File: src/logic/lsu_pkg.sv
package lsu_pkg;

    // device address map
    localparam logic [31:0] dev_serial_addr = 32'ha000_03f8;
    localparam logic [31:0] dev_clint_base  = 32'ha000_0048;
    localparam logic [31:0] dev_clint_end   = 32'ha000_004f;

    // same encoding as the core's mask field
    typedef enum logic [1:0] {
        size_none = 2'b00,
        size_byte = 2'b01,
        size_half = 2'b10,
        size_word = 2'b11
    } size_e;

    typedef enum logic [1:0] {
        resp_okay   = 2'b00,
        resp_exokay = 2'b01,
        resp_slverr = 2'b10,
        resp_decerr = 2'b11
    } resp_e;

endpackage

File: src/logic/axil_if.sv
interface axil_if;
    import lsu_pkg::*;

    logic [31:0] araddr;
    logic        arvalid, arready;
    logic [31:0] rdata;
    resp_e       rresp;
    logic        rvalid, rready;
    logic [31:0] awaddr;
    logic        awvalid, awready;
    logic [31:0] wdata;
    logic [3:0]  wstrb;
    logic        wvalid, wready;
    resp_e       bresp;
    logic        bvalid, bready;

    modport master (
        output araddr, arvalid, rready, awaddr, awvalid, wdata, wstrb, wvalid, bready,
        input  arready, rdata, rresp, rvalid, awready, wready, bresp, bvalid
    );

    modport slave (
        input  araddr, arvalid, rready, awaddr, awvalid, wdata, wstrb, wvalid, bready,
        output arready, rdata, rresp, rvalid, awready, wready, bresp, bvalid
    );

endinterface

File: src/logic/clint_dev.sv
module clint_dev (
    input  logic  clk,
    input  logic  rst_n,
    axil_if.slave bus
);
    import lsu_pkg::*;

    logic [63:0] mtime;
    logic        ar_hs;

    assign bus.arready = ~bus.rvalid;
    assign bus.awready = ~bus.bvalid;
    assign bus.wready  = ~bus.bvalid;
    assign bus.rresp   = resp_okay;
    assign bus.bresp   = resp_okay;

    assign ar_hs = bus.arvalid & bus.arready;

    always_ff @(posedge clk) begin
        if (!rst_n) begin
            mtime      <= 64'd0;
            bus.rvalid <= 1'b0;
            bus.bvalid <= 1'b0;
        end else begin
            mtime <= mtime + 64'd1;
            if (ar_hs)                         bus.rvalid <= 1'b1;
            else if (bus.rvalid && bus.rready) bus.rvalid <= 1'b0;
            // writes are acked and dropped
            if (bus.wvalid && bus.wready)      bus.bvalid <= 1'b1;
            else if (bus.bvalid && bus.bready) bus.bvalid <= 1'b0;
        end
    end

    always_ff @(posedge clk) begin
        if (ar_hs) bus.rdata <= bus.araddr[2] ? mtime[63:32] : mtime[31:0]; // +4 is high word
    end

endmodule

File: src/flat_wrapper.sv
// flat-port wrapper written by rule: the top's interface ports become plain ports
module clint_dev_flat import lsu_pkg::*;
  (clk, rst_n, bus_araddr, bus_arvalid, bus_rready, bus_awaddr, bus_awvalid, bus_wdata, bus_wstrb, bus_wvalid, bus_bready, bus_arready, bus_rdata, bus_rresp, bus_rvalid, bus_awready, bus_wready, bus_bresp, bus_bvalid);
  axil_if bus_i ();
  input  logic clk;
  input  logic rst_n;
  input wire logic [$bits(bus_i.araddr)-1:0] bus_araddr;
  input wire logic [$bits(bus_i.arvalid)-1:0] bus_arvalid;
  input wire logic [$bits(bus_i.rready)-1:0] bus_rready;
  input wire logic [$bits(bus_i.awaddr)-1:0] bus_awaddr;
  input wire logic [$bits(bus_i.awvalid)-1:0] bus_awvalid;
  input wire logic [$bits(bus_i.wdata)-1:0] bus_wdata;
  input wire logic [$bits(bus_i.wstrb)-1:0] bus_wstrb;
  input wire logic [$bits(bus_i.wvalid)-1:0] bus_wvalid;
  input wire logic [$bits(bus_i.bready)-1:0] bus_bready;
  output wire logic [$bits(bus_i.arready)-1:0] bus_arready;
  output wire logic [$bits(bus_i.rdata)-1:0] bus_rdata;
  output wire logic [$bits(bus_i.rresp)-1:0] bus_rresp;
  output wire logic [$bits(bus_i.rvalid)-1:0] bus_rvalid;
  output wire logic [$bits(bus_i.awready)-1:0] bus_awready;
  output wire logic [$bits(bus_i.wready)-1:0] bus_wready;
  output wire logic [$bits(bus_i.bresp)-1:0] bus_bresp;
  output wire logic [$bits(bus_i.bvalid)-1:0] bus_bvalid;
  assign bus_i.araddr = bus_araddr;
  assign bus_i.arvalid = bus_arvalid;
  assign bus_i.rready = bus_rready;
  assign bus_i.awaddr = bus_awaddr;
  assign bus_i.awvalid = bus_awvalid;
  assign bus_i.wdata = bus_wdata;
  assign bus_i.wstrb = bus_wstrb;
  assign bus_i.wvalid = bus_wvalid;
  assign bus_i.bready = bus_bready;
  assign bus_arready = bus_i.arready;
  assign bus_rdata = bus_i.rdata;
  assign bus_rresp = bus_i.rresp;
  assign bus_rvalid = bus_i.rvalid;
  assign bus_awready = bus_i.awready;
  assign bus_wready = bus_i.wready;
  assign bus_bresp = bus_i.bresp;
  assign bus_bvalid = bus_i.bvalid;
  clint_dev u_core (.clk(clk), .rst_n(rst_n), .bus(bus_i));
endmodule
File: config.mk
export PLATFORM = sky130hd
export DESIGN_NAME = clint_dev_flat
export DESIGN_NICKNAME = d
export VERILOG_FILES = /design/src/logic/lsu_pkg.sv /design/src/logic/axil_if.sv /design/src/logic/clint_dev.sv /design/src/flat_wrapper.sv
export SDC_FILE = /design/constraint.sdc
export NUM_CORES = 1
export LEC_CHECK = 0
export BUFFER_PORTS_ARGS = -buffer_cell sky130_fd_sc_hd__buf_2
export CAP_MARGIN = 20
export CORE_AREA = 2 2 116 118
export DETAILED_ROUTE_END_ITERATION = 7
export DIE_AREA = 0 0 118 120
export PLACE_DENSITY = 0.62
export SYNTH_ARGS = -nofsm -noshare
export SYNTH_HDL_FRONTEND = slang
export SYNTH_SLANG_ARGS = --single-unit
File: constraint.sdc
create_clock -name clk -period 3.5 [get_ports clk]
set_clock_uncertainty 0.05 [all_clocks]
set_input_delay 0.175 -clock clk [delete_from_list [all_inputs] [get_ports clk]]
set_output_delay 0.175 -clock clk [all_outputs]
set_load 0.05 [all_outputs]
==> results.json, run 1 <==
{
  "routed_wl_um": 10300,
  "min_from": "bus_wvalid",
  "synth_edf_count": 32,
  "netlist_area_sq_mm": 0.00443,
  "max-vdd-ir-drop_v": 0.000195,
  "hold_violations": 0,
  "ys_warn_count": 0,
  "grt_use_total_pct": 14.9,
  "pre_cts_ws_ns": 0.604,
  "layout-drive-gt1-share_pct": 19.8,
  "clock.fmax_mhz": 338,
  "ys.flop_type": "dfxtp_1",
  "ctsResizeCount": 0,
  "path_class": "reg2reg",
  "cp-start-kind": "register",
  "async_flop_share_pct": 0,
  "ff2ff_path_depth": 5,
  "num-nets-final": 597,
  "syn_to_final_growth_pct": 16.2,
  "antennaDiodeCount": 0,
  "cts_setup_buffers": 0,
  "r2r_end": "u_core.mtime[51]$_SDFF_PN0_",
  "chipHeight_um": 120,
  "max_slew.worst_pin.slew_ns": 0.981,
  "timing.slew.headroom_pct": 34.5,
  "power_density_mw_per_mm2": 458,
  "yosysUniqueCellTypes": 36,
  "vias": 3472,
  "initial_core_util_pct": 34.1,
  "timing.rr.start": "u_core.mtime[2]$_SDFF_PN0_",
  "yosysSeqAreaShare_pct": 51.5,
  "clk_latency_ns": 0.34,
  "reg2reg_slack_ns": 0.54,
  "die-area_sq_mm": 0.0142,
  "placementRows": 42,
  "antenna_found_initial": 0,
  "crit_top_cell": "or4_1",
  "setup_ws_ns": 0.544,
  "whs_endpoint": "u_core.bus.bvalid$_SDFFE_PN0P_",
  "final_common_cell": "dfxtp_1",
  "die_w_um": 118,
  "drc": 0,
  "grt_remaining_overflow": 0,
  "status": "complete, no violations",
  "io_buffers": 43,
  "final_cell_mix": "dfxtp_1 (66), buf_2 (43), nor2_1 (40)",
  "synth_top_area_cell": "dfxtp_1",
  "hold_class": "in2reg",
  "path_cells": "nand3_1, or4_1, or3_1, or4_1, a21oi_1",
  "p_leak_nw": 1.77,
  "cts.sinks": 98,
  "grt_max_degree": 37,
  "grt_pass1_vias": 3411,
  "setup_viol": 0,
  "path_clk_slew_ns": 0.06,
  "drt_iter0_markers": 251,
  "crit_fanout": 15,
  "hpwl_um": 6920,
  "core-area_sq_mm": 0.0130,
  "top_usage_layer": "met2",
  "synth_cells": 446,
  "firstDrtPassIters": 4,
  "cts-root-buf": "clkbuf_16",
  "avgSynthCellArea_sq_um": 9.93,
  "final-max-slew-violation-count": 0,
  "max_stage_delay_ns": 0.74,
  "cts_buffers": 9,
  "finalSetupTns_ns": 0,
  "cap_viol_max_count": 0,
  "clock_path_buffers": 2,
  "antenna_left": 0,
  "slowest_stage": "or4_1",
  "place.gp.congestion": 0.838,
  "grt_util_met2_pct": 24.0,
  "cp-end-kind": "register",
  "min_path_cells": 3,
  "arrival_ns": 3.16,
  "ys_ff_latch": 98,
  "use_met3_pct": 3.33,
  "viasPerCell": 5.18,
  "cts.htree.levels": 3,
  "use_met1_pct": 19.3,
  "post_drt_wl_per_cell_um": 15.3,
  "rsz0062_at_grt": "no",
  "synthTopCellsByArea": "dfxtp_1 (30%), edfxtp_1 (22%), mux2_2 (7.1%)",
  "cts_hold_buffers": 2,
  "fin_crit_sh_pct": 84.4,
  "grt_pass1_wl_um": 16800,
  "cts_tree": "built",
  "yosys.area.top_type_share_pct": 29.8,
  "min_period_ns": 2.96,
  "critPathRequiredTime_ns": 3.71,
  "pin_count": 148
}
==> Yosys cell counts, types with 3 or more instances <==
cell type and n:
buf_2 3, and3_1 6, buf_4 5, o31ai_1 7, or4_1 10, or3_1 21, and2_1 10, nand4_1 21
nand3_1 25, clkbuf_1 12, nor3_1 8, dfxtp_1 66, xor2_1 16, and4_1 4, nand2_1 27, mux2_2 28
buf_1 3, o21ai_0 22, xnor2_1 19, inv_1 9, nor2_1 40, edfxtp_1 32, a21oi_1 25, nor4_1 12
==> critical path, delay by kind of cell, from the launching register on <==
| kind | cells | cell delay (ns) |
|---|---|---|
| simple gates | 4 | 2.20 |
| flops | 1 | 0.43 |
| compound gates | 1 | 0.18 |
==> how the worst max path moves through the flow <==
| stage | depth (start not counted) | startpoint | slack [ns] | to |
|---|---|---|---|---|
| 3_3_place_gp | 5 | u_core.mtime[3]$_SDFF_PN0_ | 0.65 | u_core.mtime[51]$_SDFF_PN0_ |
| 3_5_place_dp | 5 | u_core.mtime[9]$_SDFF_PN0_ | 0.60 | u_core.mtime[51]$_SDFF_PN0_ |
| 5_1_grt | 5 | u_core.mtime[9]$_SDFF_PN0_ | 0.39 | u_core.mtime[51]$_SDFF_PN0_ |
| 4_1_cts | 5 | u_core.mtime[2]$_SDFF_PN0_ | 0.58 | u_core.mtime[51]$_SDFF_PN0_ |
| 6_report | 5 | u_core.mtime[2]$_SDFF_PN0_ | 0.54 | u_core.mtime[51]$_SDFF_PN0_ |
| 2_1_floorplan | 7 | u_core.mtime[9]$_SDFF_PN0_ | 0.95 | u_core.mtime[47]$_SDFF_PN0_ |
==> power breakdown <==
part           switching, W  internal [W]
sequential        0.0000112       0.00120
clock              0.000417      0.000565
combinational      0.000137     0.0000313
==> kinds of logic (layout without fill, tap and decap cells) <==
logic type,count (synthesis),in the layout,share of synthesized area [%]
flip-flops,98,98,51.5
other,1,4,0.0847
multiplexers,29,29,7.35
adder cells (fa/ha/maj),1,1,0.283
XOR/XNOR,35,35,6.92
AND/OR/NAND/NOR,192,192,23.4
AO/OA/AOI/OAI,58,58,7.18
buffers and inverters,32,77,3.22
==> final cells by class <==
type	count	area, sq um
clock buffers	12	279
clock inverters	4	21.3
fillers	1275	7830
inverters	9	33.8
multi-input cells	319	2020
flip-flops and latches	98	2280
well taps	176	220
repair buffers	52	288
==> stage by stage <==
step / util, % / instance area, sq um / hold slack (ns) / power [W] / std cells
after floorplan: - / 4440 / 0.224 / 0.00137 / 449
after global placement: 37.2 / 4830 / 0.311 / 0.00140 / 652
after detailed placement: 37.2 / 4830 / 0.319 / 0.00140 / 652
after CTS: 39.6 / 5150 / 0.0325 / 0.00238 / 670
after global routing: 39.6 / 5150 / 0.0614 / 0.00245 / 670
final: 39.6 / 5150 / 0.0515 / 0.00236 / 670
==> per-layer routing <==
metal  vias up  wire (um)
met1      1656       4830
li1       1708          -
met3        18        458
met4         0        201
met5         -          0
met2        90       4780
==> sequential cells by signal (all words and copies together), names as in the netlist <==
register	count
u_core.mtime	64
u_core.bus.bvalid	1
u_core.bus.rvalid	1
u_core.bus.rdata	32
Power figures use the tool's default switching activity.
==> inputs of run 2 (changes only) <==
--- a/config.mk
+++ b/config.mk
@@ -5,12 +5,13 @@
 export SDC_FILE = /design/constraint.sdc
 export NUM_CORES = 1
 export LEC_CHECK = 0
+export ABC_AREA = 1
 export BUFFER_PORTS_ARGS = -buffer_cell sky130_fd_sc_hd__buf_2
 export CAP_MARGIN = 20
-export CORE_AREA = 2 2 116 118
+export CORE_AREA = 2 2 126 128
 export DETAILED_ROUTE_END_ITERATION = 7
-export DIE_AREA = 0 0 118 120
-export PLACE_DENSITY = 0.62
+export DIE_AREA = 0 0 128 130
+export PLACE_DENSITY = 0.6
 export SYNTH_ARGS = -nofsm -noshare
 export SYNTH_HDL_FRONTEND = slang
 export SYNTH_SLANG_ARGS = --single-unit
==> constraint.sdc (replaced) <==
create_clock -name clk -period 3 [get_ports clk]
set_clock_uncertainty 0.05 [all_clocks]
set_input_delay 0.15 -clock clk [delete_from_list [all_inputs] [get_ports clk]]
set_output_delay 0.15 -clock clk [all_outputs]
set_load 0.05 [all_outputs]
==> results.json, run 2 <==
{
  "finalSetupTns_ns": 0,
  "pin_count": 148,
  "grt_pass1_vias": 4066,
  "yosysUniqueCellTypes": 27,
  "synth_cells": 772,
  "top_regs": "u_core.mtime (64), u_core.bus.rdata (32)",
  "viasPerCell": 4.67,
  "synth_common_cells": "nand2_1 (225), nor2_1 (150), inv_1 (98)",
  "final_cell_mix": "nand2_1 (225), nor2_1 (150), inv_1 (98)",
  "die_w_um": 128,
  "grt_max_degree": 49,
  "drc": 0,
  "critPathRequiredTime_ns": 3.21,
  "initial_core_util_pct": 33.8,
  "layout-drive-gt1-share_pct": 12.0,
  "yosysMostFrequentCell": "nand2_1",
  "drt_iter0_markers": 399,
  "hpwl_um": 11100,
  "netlist_area_sq_mm": 0.00521,
  "cts.sinks": 98,
  "final-max-slew-violation-count": 0,
  "largest_register_ffs": 64,
  "p_leak_nw": 2.28,
  "timing.slew.headroom_pct": 45.6,
  "io_buffers": 43,
  "avgSynthCellArea_sq_um": 6.75,
  "crit_fanout": 7,
  "clk_latency_ns": 0.36,
  "synth_top_area_cell": "dfxtp_1",
  "clock.fmax_mhz": 524,
  "vias": 4725,
  "yosysSeqAreaShare_pct": 43.8,
  "cts-root-buf": "clkbuf_16",
  "routed_wl_um": 14400,
  "antenna_found_initial": 0,
  "min_period_ns": 1.91,
  "critPathLaunch": "u_core.mtime[1]$_SDFF_PN0_",
  "timing.rr.start": "u_core.mtime[1]$_SDFF_PN0_",
  "cp-start-kind": "register",
  "ys.flop_type": "dfxtp_1",
  "status": "complete, no violations",
  "clock_path_buffers": 2,
  "final_common_cell": "nand2_1",
  "antenna_left": 0,
  "syn_to_final_growth_pct": 13.4,
  "grt_pass1_wl_um": 22400,
  "firstDrtPassIters": 5,
  "ys_warn_count": 0,
  "setup_viol": 0,
  "core-area_sq_mm": 0.0154,
  "path_clk_slew_ns": 0.07,
  "grt_remaining_overflow": 0,
  "async_flop_share_pct": 0,
  "cts_tree": "built",
  "grt_use_total_pct": 17.9,
  "cts_buffers": 9,
  "placementRows": 46,
  "regMostFlops": "u_core.mtime",
  "place.gp.congestion": 0.937,
  "min_from": "bus_wvalid",
  "cap_viol_max_count": 0,
  "max-vdd-ir-drop_v": 0.000293,
  "fill_cells": 1651,
  "whs_ns": 0.0187,
  "synthTopCellsByArea": "dfxtp_1 (25%), edfxtp_1 (18%), nand2_1 (16%)",
  "chipHeight_um": 130,
  "cts.htree.levels": 3,
  "hold_class": "in2reg",
  "cts_setup_buffers": 0,
  "rsz0062_at_grt": "no",
  "fin_crit_sh_pct": 63.6,
  "path_class": "reg2reg",
  "die-area_sq_mm": 0.0166,
  "antennaDiodeCount": 0,
  "synth_edf_count": 32,
  "ys_ff_latch": 98,
  "power_density_mw_per_mm2": 470,
  "yosys.area.top_type_share_pct": 25.4,
  "cp-end-kind": "register",
  "num-nets-final": 922,
  "post_drt_wl_per_cell_um": 14.2,
  "max_slew.worst_pin.slew_ns": 0.816,
  "hold_violations": 0,
  "arrival_ns": 2.12
}
-- run 2: changes by cell type in the layout (fill, tap and decap cells not counted), moves of 10 or more --
cell / before / now
a21oi_1: 25 / 39
and2_1: 10 / 0
inv_1: 9 / 98
mux2_2: 28 / 3
nand2_1: 27 / 225
nor2_1: 40 / 150
nor2_2: 0 / 11
nor4_1: 12 / 0
o21ai_0: 22 / 48
or3_1: 21 / 0
or4_1: 10 / 0
xnor2_1: 19 / 0
xor2_1: 16 / 0
-- run 2: worst max-delay path, cell delays in order (launching register included) --
cell and delay (ns):
dfxtp_1 0.39, ha_1 0.23, nand2_2 0.10, nor2_4 0.13, nand2_2 0.12, nor2_4 0.24, nand2_2 0.12, nor2_1 0.23
nand2_1 0.08, nand2_1 0.06, nor2_1 0.04
-- run 2: cells by family (layout without fill, tap and decap cells) --
| group | count (synthesis) | in the layout | share of synthesized area, % |
|---|---|---|---|
| flip-flops | 98 | 98 | 43.8 |
| adder cells (fa/ha/maj) | 1 | 1 | 0.240 |
| AND/OR/NAND/NOR | 449 | 449 | 36.4 |
| buffers and inverters | 121 | 165 | 9.08 |
| AO/OA/AOI/OAI | 99 | 99 | 9.75 |
| multiplexers | 3 | 3 | 0.648 |
| other | 1 | 4 | 0.0720 |
-- run 2: final timing paths --
check	cells past startpoint	to	slack [ns]
max	10	u_core.mtime[36]$_SDFF_PN0_	1.09
min	3	u_core.bus.bvalid$_SDFFE_PN0P_	0.02
max reg2reg	10	u_core.mtime[36]$_SDFF_PN0_	1.09
min reg2reg	1	u_core.mtime[0]$_SDFF_PN0_	0.41
-- run 2: per-layer routing --
layer | GRT usage (%) | vias up | part of all wire (%)
met4 | 6.08 | 0 | 1.7
met1 | 24.6 | 2082 | 48
met5 | 0 | - | 0
met3 | 3.24 | 13 | 4.6
li1 | - | 2509 | -
met2 | 28.7 | 121 | 46
-- run 2: final cells by class --
cell class                      count  area (sq um)  area share (%)
Clock buffer                       10           229            3.88
Clock inverter                      6          57.6           0.975
Tap cell                          192           240            4.07
Timing Repair Buffer               47           248            4.19
Sequential cell                    98          2280            38.6
Multi-Input combinational cell    556          2470            41.8
Inverter                          102           383            6.48
-- run 2: stage by stage --
stage,power [W],utilization (%),instance area [sq um],worst slack [ns],cells
5_1_grt,0.00286,38.3,5910,0.933,1011
3_5_place_dp,0.00165,36.4,5610,1.09,994
6_report,0.00278,38.3,5910,1.09,1011
4_1_cts,0.00281,38.3,5910,1.08,1011
2_1_floorplan,0.00161,-,5220,0.921,775
3_3_place_gp,0.00165,36.4,5610,1.10,994
-- run 2: repair_timing --
action | CTS | global route
resized for setup | 0 | 0
hold buffers | 1 | 0
endpoints found under the hold margin | 1 | 0
-- run 2: where the power goes --
part | internal [W] | switching [W] | total, W
Combinational | 0.0000392 | 0.000175 | 0.000214
Clock | 0.000641 | 0.000515 | 0.00116
Sequential | 0.00140 | 0.0000100 | 0.00141
==> inputs of run 3 (changes only) <==
==> constraint.sdc (replaced) <==
create_clock -name clk -period 1.87 [get_ports clk]
set_clock_uncertainty 0.05 [all_clocks]
set_input_delay 0.0935 -clock clk [delete_from_list [all_inputs] [get_ports clk]]
set_output_delay 0.0935 -clock clk [all_outputs]
set_load 0.05 [all_outputs]
==> results.json, run 3 (synthesis gave the netlist of run 2 again) <==
{
  "chipHeight_um": 130,
  "critPathLaunch": "u_core.mtime[27]$_SDFF_PN0_",
  "die-area_sq_mm": 0.0166,
  "antenna_left": 0,
  "cap_viol_max_count": 0,
  "antenna_found_initial": 0,
  "placementRows": 46,
  "crit_family": "simple AND/OR/NAND/NOR gates",
  "hold_class": "in2reg",
  "clock_path_buffers": 2,
  "drt_iter0_markers": 305,
  "hold_violations": 0,
  "core-area_sq_mm": 0.0154,
  "critPathRequiredTime_ns": 2.07,
  "p_seq_share_pct": 51.6,
  "die_w_um": 128,
  "initial_core_util_pct": 33.8,
  "slowest_stage": "dfxtp_1",
  "p_leak_nw": 2.36,
  "clock_power_share_pct": 39.8,
  "vias": 4846,
  "power.switching_w": 0.00112,
  "cts.sinks": 98,
  "post_drt_wl_per_cell_um": 14.1,
  "timing.rr.start": "u_core.mtime[27]$_SDFF_PN0_",
  "status": "complete, no violations",
  "grt_remaining_overflow": 0,
  "crit_top_cell": "nand2_1",
  "design_area_sq_mm": 0.00607,
  "io_buffers": 43,
  "fin_crit_sh_pct": 93.8,
  "place.gp.congestion": 0.958,
  "clk_latency_ns": 0.36,
  "firstDrtPassIters": 5,
  "pin_count": 148,
  "viasPerCell": 4.71,
  "clock.fmax_mhz": 570,
  "max_stage_delay_ns": 0.40,
  "cts_tree": "built",
  "syn_to_final_growth_pct": 16.5,
  "dpl_cell_area_sq_mm": 0.00577,
  "fill_cells": 1635,
  "cts.htree.levels": 3,
  "grt_pass1_wl_um": 22700,
  "path_cells": "nand2_1, nor2_1, nand2_1, nor2_1, nand2_1, nor2_1, nand2_1, nand2_1, nor2_1",
  "final_cell_mix": "nand2_1 (225), nor2_1 (149), inv_1 (96)",
  "num-nets-final": 939,
  "cp-start-kind": "register",
  "largest_register_ffs": 64,
  "reg2reg_slack_ns": 0.12,
  "regMostFlops": "u_core.mtime",
  "drc": 0,
  "cp-end-kind": "register",
  "crit_fanout": 5,
  "power_density_mw_per_mm2": 720,
  "min_from": "rst_n",
  "finalSetupTns_ns": 0,
  "path_class": "reg2reg",
  "p_int_w": 0.00325,
  "hpwl_um": 11100,
  "arrival_ns": 1.96,
  "cts-root-buf": "clkbuf_16",
  "antennaDiodeCount": 0,
  "grt_pass1_vias": 4330,
  "comb_power_share_pct": 8.6,
  "cts_buffers": 9,
  "path_clk_slew_ns": 0.06,
  "crit_buf_inv": 0,
  "top_regs": "u_core.mtime (64), u_core.bus.rdata (32)",
  "max-vdd-ir-drop_v": 0.000432,
  "rsz0062_at_grt": "no",
  "min_period_ns": 1.75,
  "routed_wl_um": 14500,
  "final_common_cell": "nand2_1",
  "final-max-slew-violation-count": 0,
  "grt_max_degree": 39,
  "swShare_pct": 25.6,
  "grt_use_total_pct": 18.0,
  "layout-drive-gt1-share_pct": 14.0,
  "setup_viol": 0
}
==> run 3: worst paths after layout <==
path | end | cells after the start
worst max-delay path | u_core.mtime[54]$_SDFF_PN0_ | 9
worst min-delay path | u_core.mtime[1]$_SDFF_PN0_ | 4
worst max register to register | u_core.mtime[54]$_SDFF_PN0_ | 9
worst min register to register | u_core.mtime[6]$_SDFF_PN0_ | 2
==> run 3: what timing repair did <==
action / CTS / global route
resized for setup: 0 / 4
setup endpoints to repair: 0 / 5
endpoints found under the hold margin: 2 / 0
buffers inserted: 0 / 0
hold buffers: 3 / 0
==> run 3: final cells by class <==
type                            count  area [sq um]  share of cell area [%]
Inverter                          102           390                    6.43
Clock buffer                       12           246                    4.06
Sequential cell                    98          2290                    37.7
Clock inverter                      4          17.5                   0.288
Timing Repair Buffer               64           418                    6.88
Tap cell                          192           240                    3.96
Multi-Input combinational cell    556          2470                    40.7
==> run 3: worst reg2reg max path: cells and delay by family (launching register included) <==
family           cells  cell delay, ns
flip-flops           1            0.40
AND/OR/NAND/NOR      9            1.21
==> run 3: per-layer routing <==
layer	vias up	share of wire, %	track usage, %
li1	2527	-	-
met1	2192	48	24.0
met3	21	4.2	3.65
met2	106	46	29.2
met4	0	2.1	6.46
met5	-	0	0
==> run 3: power groups by stage <==
stage | Clock (W) | Sequential (W) | Combinational (W)
CTS | 0.00178 | 0.00226 | 0.000379
floorplan | 0 | 0.00245 | 0.000136
global placement | 0 | 0.00230 | 0.000371
finish | 0.00174 | 0.00226 | 0.000376
global route | 0.00186 | 0.00226 | 0.000403
detailed placement | 0 | 0.00230 | 0.000374
==> run 3: stage by stage <==
| stage | hold WS, ns | setup WS, ns | utilization (%) | power, W | cells |
|---|---|---|---|---|---|
| after floorplan | 0.138 | 0.0286 | - | 0.00259 | 775 |
| after global placement | 0.222 | 0.131 | 37.4 | 0.00267 | 1009 |
| after detailed placement | 0.227 | 0.130 | 37.4 | 0.00268 | 1009 |
| after CTS | 0.150 | 0.102 | 39.3 | 0.00441 | 1028 |
| after global routing | 0.179 | 0.00994 | 39.4 | 0.00452 | 1028 |
| final | 0.153 | 0.116 | 39.4 | 0.00437 | 1028 |
