`src/logic/lsu_pkg.sv`:
```
package lsu_pkg;

    // device address map
    localparam logic [31:0] dev_serial_addr = 32'ha000_03f8;
    localparam logic [31:0] dev_clint_base  = 32'ha000_0048;
    localparam logic [31:0] dev_clint_end   = 32'ha000_004f;

    // same encoding as the core's mask field
    typedef enum logic [1:0] {
        size_none = 2'b00,
        size_byte = 2'b01,
        size_half = 2'b10,
        size_word = 2'b11
    } size_e;

    typedef enum logic [1:0] {
        resp_okay   = 2'b00,
        resp_exokay = 2'b01,
        resp_slverr = 2'b10,
        resp_decerr = 2'b11
    } resp_e;

endpackage

```
`src/logic/axil_if.sv`:
```
interface axil_if;
    import lsu_pkg::*;

    logic [31:0] araddr;
    logic        arvalid, arready;
    logic [31:0] rdata;
    resp_e       rresp;
    logic        rvalid, rready;
    logic [31:0] awaddr;
    logic        awvalid, awready;
    logic [31:0] wdata;
    logic [3:0]  wstrb;
    logic        wvalid, wready;
    resp_e       bresp;
    logic        bvalid, bready;

    modport master (
        output araddr, arvalid, rready, awaddr, awvalid, wdata, wstrb, wvalid, bready,
        input  arready, rdata, rresp, rvalid, awready, wready, bresp, bvalid
    );

    modport slave (
        input  araddr, arvalid, rready, awaddr, awvalid, wdata, wstrb, wvalid, bready,
        output arready, rdata, rresp, rvalid, awready, wready, bresp, bvalid
    );

endinterface

```
`src/logic/lsu.sv`:
```
module lsu (
    input  logic           clk,
    input  logic           rst_n,
    input  logic           issue,
    input  logic           wen,
    input  logic           ren,
    input  logic           sign,
    input  lsu_pkg::size_e size,
    input  logic [31:0]    addr,
    input  logic [31:0]    wdata,
    output logic [31:0]    rdata,
    output logic           done,
    axil_if.master         bus
);
    import lsu_pkg::*;

    typedef enum logic [1:0] {st_idle, st_addr, st_data, st_resp} state_e;

    state_e      state;
    logic [31:0] addr_q;
    logic [31:0] wdata_q;
    logic [3:0]  wstrb_q;
    size_e       size_q;
    logic        sign_q;
    logic        done_q;
    logic        accept;
    logic [31:0] store_lane;
    logic [3:0]  store_strb;
    logic [31:0] load_shift;
    logic [31:0] load_ext;

    assign accept = issue && (state == st_idle);

    // store data moved up to its byte lane
    assign store_lane = wdata << {addr[1:0], 3'b000};

    always_comb begin
        case (size)
            size_byte: store_strb = 4'b0001 << addr[1:0];
            size_half: store_strb = addr[1] ? 4'b1100 : 4'b0011;
            size_word: store_strb = 4'b1111;
            default:   store_strb = 4'b0000;
        endcase
    end

    assign load_shift = bus.rdata >> {addr_q[1:0], 3'b000};

    always_comb begin
        case (size_q)
            size_byte: load_ext = {{24{load_shift[7] & sign_q}}, load_shift[7:0]};
            size_half: load_ext = {{16{load_shift[15] & sign_q}}, load_shift[15:0]};
            size_word: load_ext = load_shift;
            default:   load_ext = 32'd0;
        endcase
    end

    assign bus.araddr = addr_q;
    assign bus.awaddr = addr_q;
    assign bus.wdata  = wdata_q;
    assign bus.wstrb  = wstrb_q;

    // done goes straight back when there is no bus access
    assign done = done_q | (accept & ~wen & ~ren);

    always_ff @(posedge clk) begin
        if (!rst_n) begin
            state       <= st_idle;
            bus.arvalid <= 1'b0;
            bus.awvalid <= 1'b0;
            bus.wvalid  <= 1'b0;
            bus.rready  <= 1'b0;
            bus.bready  <= 1'b0;
            done_q      <= 1'b0;
        end else begin
            done_q <= 1'b0;
            case (state)
                st_idle: begin
                    if (accept && (wen || ren)) begin
                        state <= st_addr;
                        if (wen) bus.awvalid <= 1'b1; // store wins
                        else     bus.arvalid <= 1'b1;
                    end
                end
                st_addr: begin
                    if (bus.arvalid && bus.arready) begin
                        bus.arvalid <= 1'b0;
                        bus.rready  <= 1'b1;
                        state       <= st_resp;
                    end
                    if (bus.awvalid && bus.awready) begin
                        bus.awvalid <= 1'b0;
                        bus.wvalid  <= 1'b1;
                        state       <= st_data;
                    end
                end
                st_data: begin
                    if (bus.wvalid && bus.wready) begin
                        bus.wvalid <= 1'b0;
                        bus.bready <= 1'b1;
                        state      <= st_resp;
                    end
                end
                default: begin
                    if ((bus.rvalid && bus.rready) || (bus.bvalid && bus.bready)) begin
                        bus.rready <= 1'b0;
                        bus.bready <= 1'b0;
                        done_q     <= 1'b1;
                        state      <= st_idle;
                    end
                end
            endcase
        end
    end

    always_ff @(posedge clk) begin
        if (accept) begin
            addr_q  <= addr;
            wdata_q <= store_lane;
            wstrb_q <= store_strb;
            size_q  <= size;
            sign_q  <= sign;
        end
        if (bus.rvalid && bus.rready) rdata <= load_ext; // held until next load
    end

endmodule

```
`src/flat_wrapper.sv`:
```
// flat-port wrapper written by rule: the top's interface ports become plain ports
module lsu_flat import lsu_pkg::*;
  (clk, rst_n, issue, wen, ren, sign, size, addr, wdata, rdata, done, bus_araddr, bus_arvalid, bus_rready, bus_awaddr, bus_awvalid, bus_wdata, bus_wstrb, bus_wvalid, bus_bready, bus_arready, bus_rdata, bus_rresp, bus_rvalid, bus_awready, bus_wready, bus_bresp, bus_bvalid);
  axil_if bus_i ();
  input  logic clk;
  input  logic rst_n;
  input  logic issue;
  input  logic wen;
  input  logic ren;
  input  logic sign;
  input  lsu_pkg::size_e size;
  input  logic [31:0] addr;
  input  logic [31:0] wdata;
  output logic [31:0] rdata;
  output logic done;
  output wire logic [$bits(bus_i.araddr)-1:0] bus_araddr;
  output wire logic [$bits(bus_i.arvalid)-1:0] bus_arvalid;
  output wire logic [$bits(bus_i.rready)-1:0] bus_rready;
  output wire logic [$bits(bus_i.awaddr)-1:0] bus_awaddr;
  output wire logic [$bits(bus_i.awvalid)-1:0] bus_awvalid;
  output wire logic [$bits(bus_i.wdata)-1:0] bus_wdata;
  output wire logic [$bits(bus_i.wstrb)-1:0] bus_wstrb;
  output wire logic [$bits(bus_i.wvalid)-1:0] bus_wvalid;
  output wire logic [$bits(bus_i.bready)-1:0] bus_bready;
  input wire logic [$bits(bus_i.arready)-1:0] bus_arready;
  input wire logic [$bits(bus_i.rdata)-1:0] bus_rdata;
  input wire logic [$bits(bus_i.rresp)-1:0] bus_rresp;
  input wire logic [$bits(bus_i.rvalid)-1:0] bus_rvalid;
  input wire logic [$bits(bus_i.awready)-1:0] bus_awready;
  input wire logic [$bits(bus_i.wready)-1:0] bus_wready;
  input wire logic [$bits(bus_i.bresp)-1:0] bus_bresp;
  input wire logic [$bits(bus_i.bvalid)-1:0] bus_bvalid;
  assign bus_araddr = bus_i.araddr;
  assign bus_arvalid = bus_i.arvalid;
  assign bus_rready = bus_i.rready;
  assign bus_awaddr = bus_i.awaddr;
  assign bus_awvalid = bus_i.awvalid;
  assign bus_wdata = bus_i.wdata;
  assign bus_wstrb = bus_i.wstrb;
  assign bus_wvalid = bus_i.wvalid;
  assign bus_bready = bus_i.bready;
  assign bus_i.arready = bus_arready;
  assign bus_i.rdata = bus_rdata;
  assign bus_i.rresp = bus_rresp;
  assign bus_i.rvalid = bus_rvalid;
  assign bus_i.awready = bus_awready;
  assign bus_i.wready = bus_wready;
  assign bus_i.bresp = bus_bresp;
  assign bus_i.bvalid = bus_bvalid;
  lsu u_core (.clk(clk), .rst_n(rst_n), .issue(issue), .wen(wen), .ren(ren), .sign(sign), .size(size), .addr(addr), .wdata(wdata), .rdata(rdata), .done(done), .bus(bus_i));
endmodule
```
`config.mk`:
```
export PLATFORM = sky130hd
export DESIGN_NAME = lsu_flat
export DESIGN_NICKNAME = d
export VERILOG_FILES = /design/src/logic/lsu_pkg.sv /design/src/logic/axil_if.sv /design/src/logic/lsu.sv /design/src/flat_wrapper.sv
export SDC_FILE = /design/constraint.sdc
export NUM_CORES = 1
export LEC_CHECK = 0
export BUFFER_PORTS_ARGS = -buffer_cell sky130_fd_sc_hd__buf_2
export CELL_PAD_IN_SITES_DETAIL_PLACEMENT = 0
export CELL_PAD_IN_SITES_GLOBAL_PLACEMENT = 1
export CORE_MARGIN = 2
export CORE_UTILIZATION = 35
export DETAILED_ROUTE_END_ITERATION = 10
export PLACE_DENSITY = 0.77
export SLEW_MARGIN = 20
export SYNTH_ARGS = -nofsm -noshare
export SYNTH_HDL_FRONTEND = slang
export SYNTH_SLANG_ARGS = --single-unit
```
`constraint.sdc`:
```
create_clock -name clk -period 3.5 [get_ports clk]
set_input_delay 0.175 -clock clk [delete_from_list [all_inputs] [get_ports clk]]
set_output_delay 0.175 -clock clk [all_outputs]
set_load 0.02 [all_outputs]
```
==> flow_summary.html, run 1 <==
<table>
<tr><th>Metric</th><th>Value</th></tr>
<tr><th colspan="2">Outcome</th></tr>
<tr><td>Result of the run</td><td>complete, no violations</td></tr>
<tr><th colspan="2">STA</th></tr>
<tr><td>Pin slew with the least headroom to its limit</td><td>0.8424 ns</td></tr>
<tr><td>Number of endpoints failing setup at the final stage</td><td>0</td></tr>
<tr><td>Period minus WS final</td><td>2.095 ns</td></tr>
<tr><td>Maximum clock rate</td><td>477.2 MHz</td></tr>
<tr><td>Final TNS setup</td><td>0 ns</td></tr>
<tr><td>Number of pins with negative max-slew slack in the final report</td><td>0</td></tr>
<tr><td>Final Hold Slack</td><td>0.03664 ns</td></tr>
<tr><td>Final setup margin</td><td>1.405 ns</td></tr>
<tr><td>Worst relative slew slack</td><td>43.84%</td></tr>
<tr><td>RSZ-0062 raised after global routing</td><td>false</td></tr>
<tr><td>Final hold violations</td><td>0</td></tr>
<tr><td>Post-route fraction of the period consumed by the critical path</td><td>59.87%</td></tr>
<tr><td>Worst-case clock skew</td><td>0.01236 ns</td></tr>
<tr><th colspan="2">Pwr</th></tr>
<tr><td>Peak ir drop on the vdd network</td><td>0.3964 mV</td></tr>
<tr><td>Cell leakage power</td><td>3.058 nW</td></tr>
<tr><td>Power density over the cells</td><td>583.3 nW/um^2</td></tr>
<tr><th colspan="2">Routing</th></tr>
<tr><td>Drt via density</td><td>4.830</td></tr>
<tr><td>Number of remaining DRC errors</td><td>0</td></tr>
<tr><td>Number of vias in the routed layout</td><td>4023</td></tr>
<tr><td>Antenna Violating Nets Remaining</td><td>0</td></tr>
<tr><td>Detailed-route wire length</td><td>13880 um</td></tr>
<tr><td>DR WL/cell</td><td>16.66 um</td></tr>
<tr><td>Detailed Route Iter0 Violations</td><td>227</td></tr>
<tr><td>Number of detailed-routing iterations run before antenna repair</td><td>4</td></tr>
<tr><th colspan="2">Synth</th></tr>
<tr><td>Share of synthesized cell area in full adder, half adder and majority cells</td><td>1.447%</td></tr>
<tr><td>Warnings from Yosys</td><td>0</td></tr>
<tr><td>Post-synthesis cell type with the largest combined area</td><td>edfxtp_1</td></tr>
<tr><td>Dominant combinational cell family by area after synthesis</td><td>compound AO/OA/AOI/OAI gates</td></tr>
<tr><td>Synthesized area per cell</td><td>12.87 sq um</td></tr>
<tr><td>Xor/xnor share of the synthesized area</td><td>0%</td></tr>
<tr><td>Netlist area before placement</td><td>5187 sq um</td></tr>
<tr><td>Number of storage elements in the synthesis netlist</td><td>111</td></tr>
<tr><td>Cell with the most instances after synthesis</td><td>edfxtp_1</td></tr>
<tr><td>Synthesized net count</td><td>522</td></tr>
<tr><td>Proportion of netlist area held by the largest area contributor</td><td>59.62%</td></tr>
<tr><td>Dominant register cell in the synthesized netlist</td><td>edfxtp_1</td></tr>
<tr><td>Fraction of the yosys area taken by sequential cells</td><td>62.71%</td></tr>
<tr><td>Top post-synthesis cells by area</td><td>edfxtp_1 60%, mux2i_1 6.6%, buf_4 5.1%</td></tr>
<tr><td>Gate count after technology mapping</td><td>403</td></tr>
<tr><td>Area fraction in and, or, nand and nor cells after synthesis</td><td>9.431%</td></tr>
<tr><td>Fraction of registers with async set/reset</td><td>0%</td></tr>
<tr><td>Cell types with the highest counts after synthesis</td><td>103 x edfxtp_1, 43 x nand2_1, 35 x buf_4, 34 x mux2i_1, 27 x o21ai_0</td></tr>
<tr><td>Post-synth cell types</td><td>42</td></tr>
<tr><td>Post-synth EDFFs</td><td>103</td></tr>
<tr><td>Multiplexer fraction of the synthesized cell area</td><td>6.995%</td></tr>
<tr><td>Synth Area in Compound Gates</td><td>11.99%</td></tr>
<tr><th colspan="2">Final layout</th></tr>
<tr><td>Synth-to-layout area growth</td><td>33.48%</td></tr>
<tr><td># nets final</td><td>762</td></tr>
<tr><td>Ratio of cells with drive above 1 in the final layout</td><td>42.59%</td></tr>
<tr><td>Filler cell count</td><td>1328</td></tr>
<tr><td>Post-route cell area</td><td>6924 sq um</td></tr>
<tr><td>Fin cells</td><td>833</td></tr>
<tr><th colspan="2">Critical path</th></tr>
<tr><td>Longest individual stage delay on the worst path</td><td>0.51 ns</td></tr>
<tr><td>Worst Setup End Kind</td><td>output port</td></tr>
<tr><td>Crit path arrival time</td><td>1.92 ns</td></tr>
<tr><td>Family of cells with the greatest summed delay on the critical path</td><td>simple AND/OR/NAND/NOR gates</td></tr>
<tr><td>Bufs and invs on worst path</td><td>2</td></tr>
<tr><td>Cell-by-cell trace of the critical path</td><td>inv_1, ha_1, and2_4, a21o_1, buf_2</td></tr>
<tr><td>Required arrival time at the worst endpoint</td><td>3.32 ns</td></tr>
<tr><td>Slowest cell on the critical path</td><td>and2_4</td></tr>
<tr><td>Maximum fanout along the worst path</td><td>38</td></tr>
<tr><td>CP Launch Type</td><td>flop</td></tr>
<tr><td>CP Class</td><td>reg2out</td></tr>
<tr><th colspan="2">Floorplan</th></tr>
<tr><td>Starting utilization of the core area</td><td>35.69%</td></tr>
<tr><td>Area of the die</td><td>15810 sq um</td></tr>
<tr><td>Die H</td><td>125.7 um</td></tr>
<tr><td>Count of pins on the block boundary</td><td>251</td></tr>
<tr><td>Number of cell rows</td><td>44</td></tr>
<tr><td>Placeable core region</td><td>14530 sq um</td></tr>
<tr><td>Horizontal die dimension</td><td>125.7 um</td></tr>
<tr><th colspan="2">GRT</th></tr>
<tr><td>Maximum number of pins on one net before global-route repair</td><td>39</td></tr>
<tr><td>Overflow left after global routing</td><td>0</td></tr>
<tr><td>GRT Total Usage</td><td>16.92%</td></tr>
<tr><td>Global-route wire length before repair</td><td>20910 um</td></tr>
<tr><td>Via count of the first global-routing pass</td><td>3875</td></tr>
<tr><td>Number of antenna violations at the first check in global routing</td><td>1</td></tr>
<tr><th colspan="2">Clock tree</th></tr>
<tr><td>Clock-pin transition on the worst setup and hold timing paths</td><td>0.08 ns</td></tr>
<tr><td>Buffers from clock root to sink, at most</td><td>2</td></tr>
<tr><td>Skew-Pair Late Insertion Delay</td><td>0.35 ns</td></tr>
<tr><td>Clock root buffer</td><td>clkbuf_16</td></tr>
<tr><td>TritonCTS sink count</td><td>111</td></tr>
<tr><td>Post-CTS setup repair buffer count</td><td>0</td></tr>
<tr><td>Level count of the clock H-tree</td><td>3</td></tr>
<tr><td>Clock tree from TritonCTS</td><td>done</td></tr>
<tr><td>Number of buffers created by CTS</td><td>9</td></tr>
<tr><td>Number of cells upsized or downsized after cts</td><td>0</td></tr>
<tr><th colspan="2">Run</th></tr>
<tr><td>Max-Cap Viols</td><td>0</td></tr>
<tr><th colspan="2">Placed design</th></tr>
<tr><td>DP Cell Count</td><td>786</td></tr>
<tr><td>Placed Area</td><td>6326 sq um</td></tr>
<tr><td>Routability congestion estimate from global placement</td><td>0.8574</td></tr>
<tr><td>Pre-CTS setup slack</td><td>1.461 ns</td></tr>
<tr><td>Port Buffers</td><td>246</td></tr>
<tr><td>Placed wire-length estimate</td><td>10050 um</td></tr>
<tr><th colspan="2">Min path</th></tr>
<tr><td>Class of the worst hold path</td><td>in2reg</td></tr>
</table>
==> final timing paths <==
kind	from	end	slack, ns	cells after the start
worst max-delay path	u_core.state[1]	done	1.40	5
worst min-delay path	addr[14]	u_core.bus.araddr[14]	0.04	1
worst max register to register	u_core.bus.araddr[0]	u_core.rdata[17]	1.46	4
worst min register to register	u_core.state[1]	u_core.state[1]	0.53	2
==> flip-flops by register name, indices dropped and copies added (netlist names) <==
name,count
u_core.rdata,32
u_core.bus.arvalid,1
u_core.bus.araddr,32
u_core.bus.wdata,32
u_core.sign_q,1
u_core.bus.wvalid,1
u_core.bus.awvalid,1
u_core.done_q,1
u_core.size_q,2
u_core.bus.wstrb,4
u_core.state,2
u_core.bus.rready,1
u_core.bus.bready,1
==> routing by layer <==
layer	GRT usage (%)	share of wire (%)	vias to the layer above	routed length [um]
li1	-	-	1925	-
met1	20.59	41	1904	5679
met2	28.78	50	162	6966
met3	3.993	5.6	32	776
met4	7.369	3.3	0	457
met5	0	0	-	0
==> where the power goes <==
part	switching [mW]	internal [mW]	leakage [nW]
combinational	0.795	0.413	1.86
clock	0.517	0.506	0.147
sequential	0.0940	1.72	1.05
total	1.41	2.63	3.06
==> logic make-up after synthesis <==
family | count (synthesis)
AO/OA/AOI/OAI | 92
adder cells (fa/ha/maj) | 6
buffers and inverters | 58
flip-flops | 111
multiplexers | 35
AND/OR/NAND/NOR | 101
==> layout make-up <==
class	count	area, sq um	share of cell area (%)
Tap cell	184	230.2	3.325
Inverter	6	22.52	0.3253
Antenna cell	1	2.502	0.03614
Multi-Input combinational cell	234	1551	22.41
Clock inverter	7	70.07	1.012
Timing Repair Buffer	281	1569	22.66
Clock buffer	9	225.2	3.253
Sequential cell	111	3253	46.98
==> cells in the final DEF (no fill, tap or decap), types with 3 or more instances in the layout <==
cell / count
mux2i_1: 34
a21boi_0: 4
edfxtp_1: 103
nor2b_1: 18
a21oi_1: 12
a211oi_1: 23
buf_4: 5
a22oi_1: 3
inv_1: 6
buf_2: 246
dfxtp_1: 8
a21o_1: 9
o21ai_0: 27
clkbuf_16: 9
ha_1: 6
nand2_1: 43
nor2_1: 16
dlygate4sd3_1: 30
and2_1: 11
==> per-stage QoR <==
stage / utilization, % / power [mW]
3_3_place_gp: 43.53 / 2.998
3_5_place_dp: 43.53 / 3.022
6_report: 47.64 / 4.039
2_1_floorplan: - / 2.695
4_1_cts: 47.56 / 4.083
5_1_grt: 47.64 / 4.239
==> what timing repair did <==
| action | CTS | global route |
|---|---|---|
| endpoints found under the hold margin | 29 | 1 |
| hold buffers | 29 | 1 |
| setup endpoints to repair | 0 | 0 |
No activity file was read; power rests on OpenSTA's default activity.
==> run 2: changes to the inputs <==
Settings changed: ABC_AREA set to 1, CORE_UTILIZATION 35 to 34.
Clock period 3.5 ns to 2.11 ns, I/O delays scaled along.
==> run 2 against run 1 <==
Against the previous run:
- flip-flop and latch count is the same
- setup slack lost 1.0 ns
- combinational power increased by 110%
- largest cell class unchanged
- highest routed layer is now met5
- sequential share of layout area down 0.82 points
- final cell count up 13%
- clock skew shrank 0.0050 ns
- clock power up 66%
==> flow_summary.html, run 2 <==
<table>
<tr><th>Metric</th><th>Value</th></tr>
<tr><th colspan="2">Floorplan</th></tr>
<tr><td>Area of the die</td><td>16360 sq um (was 15810 sq um)</td></tr>
<tr><td>Placeable core region</td><td>15090 sq um (was 14530 sq um)</td></tr>
<tr><td>Die H</td><td>127.9 um (was 125.7 um)</td></tr>
<tr><td>Horizontal die dimension</td><td>127.9 um (was 125.7 um)</td></tr>
<tr><td>Number of cell rows</td><td>45 (was 44)</td></tr>
<tr><td>Count of pins on the block boundary</td><td>251 (unchanged)</td></tr>
<tr><td>Starting utilization of the core area</td><td>34.59% (was 35.69%)</td></tr>
<tr><th colspan="2">GRT</th></tr>
<tr><td>Global-route wire length before repair</td><td>22020 um (was 20910 um)</td></tr>
<tr><td>Maximum number of pins on one net before global-route repair</td><td>46 (was 39)</td></tr>
<tr><td>GRT Total Usage</td><td>17.51% (was 16.92%)</td></tr>
<tr><td>Overflow left after global routing</td><td>0 (unchanged)</td></tr>
<tr><td>Number of antenna violations at the first check in global routing</td><td>4 (was 1)</td></tr>
<tr><td>Via count of the first global-routing pass</td><td>4281 (was 3875)</td></tr>
<tr><th colspan="2">Clock tree</th></tr>
<tr><td>Clock tree from TritonCTS</td><td>done (unchanged)</td></tr>
<tr><td>TritonCTS sink count</td><td>111 (unchanged)</td></tr>
<tr><td>Level count of the clock H-tree</td><td>3 (unchanged)</td></tr>
<tr><td>Skew-Pair Late Insertion Delay</td><td>0.35 ns (about the same)</td></tr>
<tr><td>Post-CTS setup repair buffer count</td><td>0 (unchanged)</td></tr>
<tr><td>Clock-pin transition on the worst setup and hold timing paths</td><td>0.07 ns (was 0.08 ns)</td></tr>
<tr><td>Number of buffers created by CTS</td><td>9 (unchanged)</td></tr>
<tr><td>Clock root buffer</td><td>clkbuf_16 (unchanged)</td></tr>
<tr><td>Buffers from clock root to sink, at most</td><td>2 (unchanged)</td></tr>
<tr><th colspan="2">Pwr</th></tr>
<tr><td>Power density over the cells</td><td>1033 nW/um^2 (was 583.3 nW/um^2)</td></tr>
<tr><td>Cell leakage power</td><td>3.240 nW (was 3.058 nW)</td></tr>
<tr><td>Peak ir drop on the vdd network</td><td>0.4986 mV (was 0.3964 mV)</td></tr>
<tr><td>Final Power</td><td>7.286 mW (was 4.039 mW)</td></tr>
<tr><th colspan="2">Routing</th></tr>
<tr><td>Number of detailed-routing iterations run before antenna repair</td><td>5 (was 4)</td></tr>
<tr><td>Number of vias in the routed layout</td><td>4488 (was 4023)</td></tr>
<tr><td>Detailed Route Iter0 Violations</td><td>320 (was 227)</td></tr>
<tr><td>Antenna Violating Nets Remaining</td><td>0 (unchanged)</td></tr>
<tr><td>Detailed-route wire length</td><td>14930 um (was 13880 um)</td></tr>
<tr><td>DR WL/cell</td><td>15.91 um (was 16.66 um)</td></tr>
<tr><td>Number of remaining DRC errors</td><td>0 (unchanged)</td></tr>
<tr><td>Drt via density</td><td>4.785 (was 4.830)</td></tr>
<tr><th colspan="2">Synth</th></tr>
<tr><td>Warnings from Yosys</td><td>0 (unchanged)</td></tr>
<tr><td>Netlist area before placement</td><td>5219 sq um (was 5187 sq um)</td></tr>
<tr><td>Proportion of netlist area held by the largest area contributor</td><td>59.27% (was 59.62%)</td></tr>
<tr><td>Number of storage elements in the synthesis netlist</td><td>111 (unchanged)</td></tr>
<tr><td>Synthesized area per cell</td><td>10.50 sq um (was 12.87 sq um)</td></tr>
<tr><td>Post-synth cell types</td><td>30 (was 42)</td></tr>
<tr><td>Gate count after technology mapping</td><td>497 (was 403)</td></tr>
<tr><td>Cell with the most instances after synthesis</td><td>nand2_1 (was edfxtp_1)</td></tr>
<tr><td>Top post-synthesis cells by area</td><td>edfxtp_1 59%, nand2_1 8.3%, buf_4 4.7% (was edfxtp_1 60%, mux2i_1 6.6%, buf_4 5.1%)</td></tr>
<tr><td>Dominant register cell in the synthesized netlist</td><td>edfxtp_1 (unchanged)</td></tr>
<tr><td>Post-synthesis cell type with the largest combined area</td><td>edfxtp_1 (unchanged)</td></tr>
<tr><td>Post-synth EDFFs</td><td>103 (unchanged)</td></tr>
<tr><td>Fraction of registers with async set/reset</td><td>0% (unchanged)</td></tr>
<tr><td>Fraction of the yosys area taken by sequential cells</td><td>62.34% (was 62.71%)</td></tr>
<tr><td>Synthesized net count</td><td>616 (was 522)</td></tr>
<tr><td>Cell types with the highest counts after synthesis</td><td>116 x nand2_1, 103 x edfxtp_1, 48 x nand3_1, 42 x inv_1, 37 x nor2_1 (was 103 x edfxtp_1, 43 x nand2_1, 35 x buf_4, 34 x mux2i_1, 27 x o21ai_0)</td></tr>
<tr><th colspan="2">Critical path</th></tr>
<tr><td>Cell-by-cell trace of the critical path</td><td>inv_1, a21oi_1, nand4_2, nand3_1 (was inv_1, ha_1, and2_4, a21o_1, buf_2)</td></tr>
<tr><td>CP Launch Type</td><td>flop (unchanged)</td></tr>
<tr><td>Worst Setup End Kind</td><td>flop (was output port)</td></tr>
<tr><td>CP Class</td><td>reg2reg (was reg2out)</td></tr>
<tr><td>Crit path arrival time</td><td>1.92 ns (about the same)</td></tr>
<tr><td>Slowest cell on the critical path</td><td>edfxtp_1 (was and2_4)</td></tr>
<tr><td>Maximum fanout along the worst path</td><td>16 (was 38)</td></tr>
<tr><td>Required arrival time at the worst endpoint</td><td>2.30 ns (was 3.32 ns)</td></tr>
<tr><td>Longest individual stage delay on the worst path</td><td>0.52 ns (was 0.51 ns)</td></tr>
<tr><td>Reg2Reg Depth</td><td>4 (unchanged)</td></tr>
<tr><th colspan="2">Outcome</th></tr>
<tr><td>Result of the run</td><td>complete, no violations (unchanged)</td></tr>
<tr><th colspan="2">Final layout</th></tr>
<tr><td># nets final</td><td>862 (was 762)</td></tr>
<tr><td>Top library cells by usage in the layout, fill and taps aside</td><td>246 x buf_2, 113 x nand2_1, 103 x edfxtp_1 (was 246 x buf_2, 103 x edfxtp_1, 43 x nand2_1)</td></tr>
<tr><td>Ratio of cells with drive above 1 in the final layout</td><td>38.55% (was 42.59%)</td></tr>
<tr><td>Synth-to-layout area growth</td><td>35.15% (was 33.48%)</td></tr>
<tr><td>Commonest non-fill, non-tap cell in the layout</td><td>buf_2 (unchanged)</td></tr>
<tr><td>Filler cell count</td><td>1427 (was 1328)</td></tr>
<tr><th colspan="2">STA</th></tr>
<tr><td>RSZ-0062 raised after global routing</td><td>false (unchanged)</td></tr>
<tr><td>Worst-case clock skew</td><td>0.007345 ns (was 0.01236 ns)</td></tr>
<tr><td>Pin slew with the least headroom to its limit</td><td>0.6391 ns (was 0.8424 ns)</td></tr>
<tr><td>Post-route fraction of the period consumed by the critical path</td><td>81.73%</td></tr>
<tr><td>Number of endpoints failing setup at the final stage</td><td>0 (unchanged)</td></tr>
<tr><td>Maximum clock rate</td><td>579.9 MHz</td></tr>
<tr><td>Final Hold Slack</td><td>0.02644 ns (was 0.03664 ns)</td></tr>
<tr><td>Period minus WS final</td><td>1.725 ns</td></tr>
<tr><td>Final hold violations</td><td>0 (unchanged)</td></tr>
<tr><td>Number of pins with negative max-slew slack in the final report</td><td>0 (unchanged)</td></tr>
<tr><td>Worst relative slew slack</td><td>57.26% (was 43.84%)</td></tr>
<tr><th colspan="2">Min path</th></tr>
<tr><td>Class of the worst hold path</td><td>in2reg (unchanged)</td></tr>
<tr><td>Number of cells traversed by the worst hold path</td><td>3 (was 1)</td></tr>
<tr><th colspan="2">Placed design</th></tr>
<tr><td>Placed wire-length estimate</td><td>11070 um (was 10050 um)</td></tr>
<tr><td>Routability congestion estimate from global placement</td><td>0.8905 (was 0.8574)</td></tr>
<tr><td>Port Buffers</td><td>246 (unchanged)</td></tr>
<tr><th colspan="2">Run</th></tr>
<tr><td>Max-Cap Viols</td><td>0 (unchanged)</td></tr>
</table>
run 2: changes by cell type after synthesis, sizes merged, moves of 12 or more:
cell and change:
and2 -12, a211oi -23, nor2b -18, nand3 +48
nor2 +20, mux2i -35, nand2 +73, inv +40
run 2: power breakdown:
group / total [mW] / leakage (nW) / switching [mW] / internal [mW]
clock: 1.69 / 0.137 / 0.776 / 0.918
combinational: 2.49 / 2.06 / 1.69 / 0.798
sequential: 3.10 / 1.04 / 0.169 / 2.94
total: 7.29 / 3.24 / 2.63 / 4.65
run 2: per-stage QoR:
stage / std cells / util, % / area (sq um) / worst slack [ns] / setup TNS, ns
after floorplan: 497 / - / 5250 / -0.1522 / -0.5254
after global placement: 887 / 42.60 / 6427 / 0.4594 / 0
after detailed placement: 887 / 42.60 / 6427 / 0.3846 / 0
after CTS: 935 / 46.69 / 7046 / 0.3464 / 0
after global routing: 936 / 46.71 / 7048 / 0.2090 / 0
final: 938 / 46.74 / 7053 / 0.3854 / 0
run 2: worst max-delay path, delay by kind of cell (launching register included):
| kind | cells | cell delay, ns |
|---|---|---|
| AND/OR/NAND/NOR | 2 | 0.64 |
| flip-flops | 1 | 0.52 |
| buffers and inverters | 1 | 0.17 |
| AO/OA/AOI/OAI | 1 | 0.23 |
run 2: repair_timing:
| item | CTS | global route |
|---|---|---|
| endpoints found under the hold margin | 33 | 0 |
| gates resized for setup | 0 | 0 |
| hold buffers | 33 | 0 |
run 2: layout make-up:
type	instances	area, sq um	share of cell area (%)
flip-flops and latches	111	3256	46.16
repair buffers	288	1642	23.27
multi-input cells	286	1445	20.49
well taps	188	235.2	3.335
clock buffers	10	229.0	3.246
inverters	47	180.2	2.555
clock inverters	5	58.81	0.8338
diodes	3	7.507	0.1064
run 2: layer usage:
metal	wire [um]	up-vias	part of all wire, %	global-route usage (%)
met1	6364	2088	43	21.97
met5	11	-	0.074	0
met4	331	2	2.2	6.270
met3	1066	26	7.1	5.134
met2	7153	198	48	28.88
li1	-	2174	-	-
run 2: logic make-up (layout without fill, tap and decap cells):
logic type | Yosys count | count (layout) | synth area share [%]
other | 0 | 3 | 0
DFF | 111 | 111 | 62.34
adders and majority gates | 6 | 6 | 1.438
AOI/OAI and AO/OA | 70 | 70 | 8.703
and+or+nand+nor | 210 | 210 | 17.07
buffers and inverters | 100 | 350 | 10.45
run 2: final timing paths:
kind	start	endpoint	slack, ns
worst min register to register	u_core.bus.awvalid	u_core.bus.awvalid	0.48
worst max register to register	u_core.size_q[1]	u_core.rdata[18]	0.39
worst max-delay path	u_core.size_q[1]	u_core.rdata[18]	0.39
worst min-delay path	rst_n	u_core.state[1]	0.03
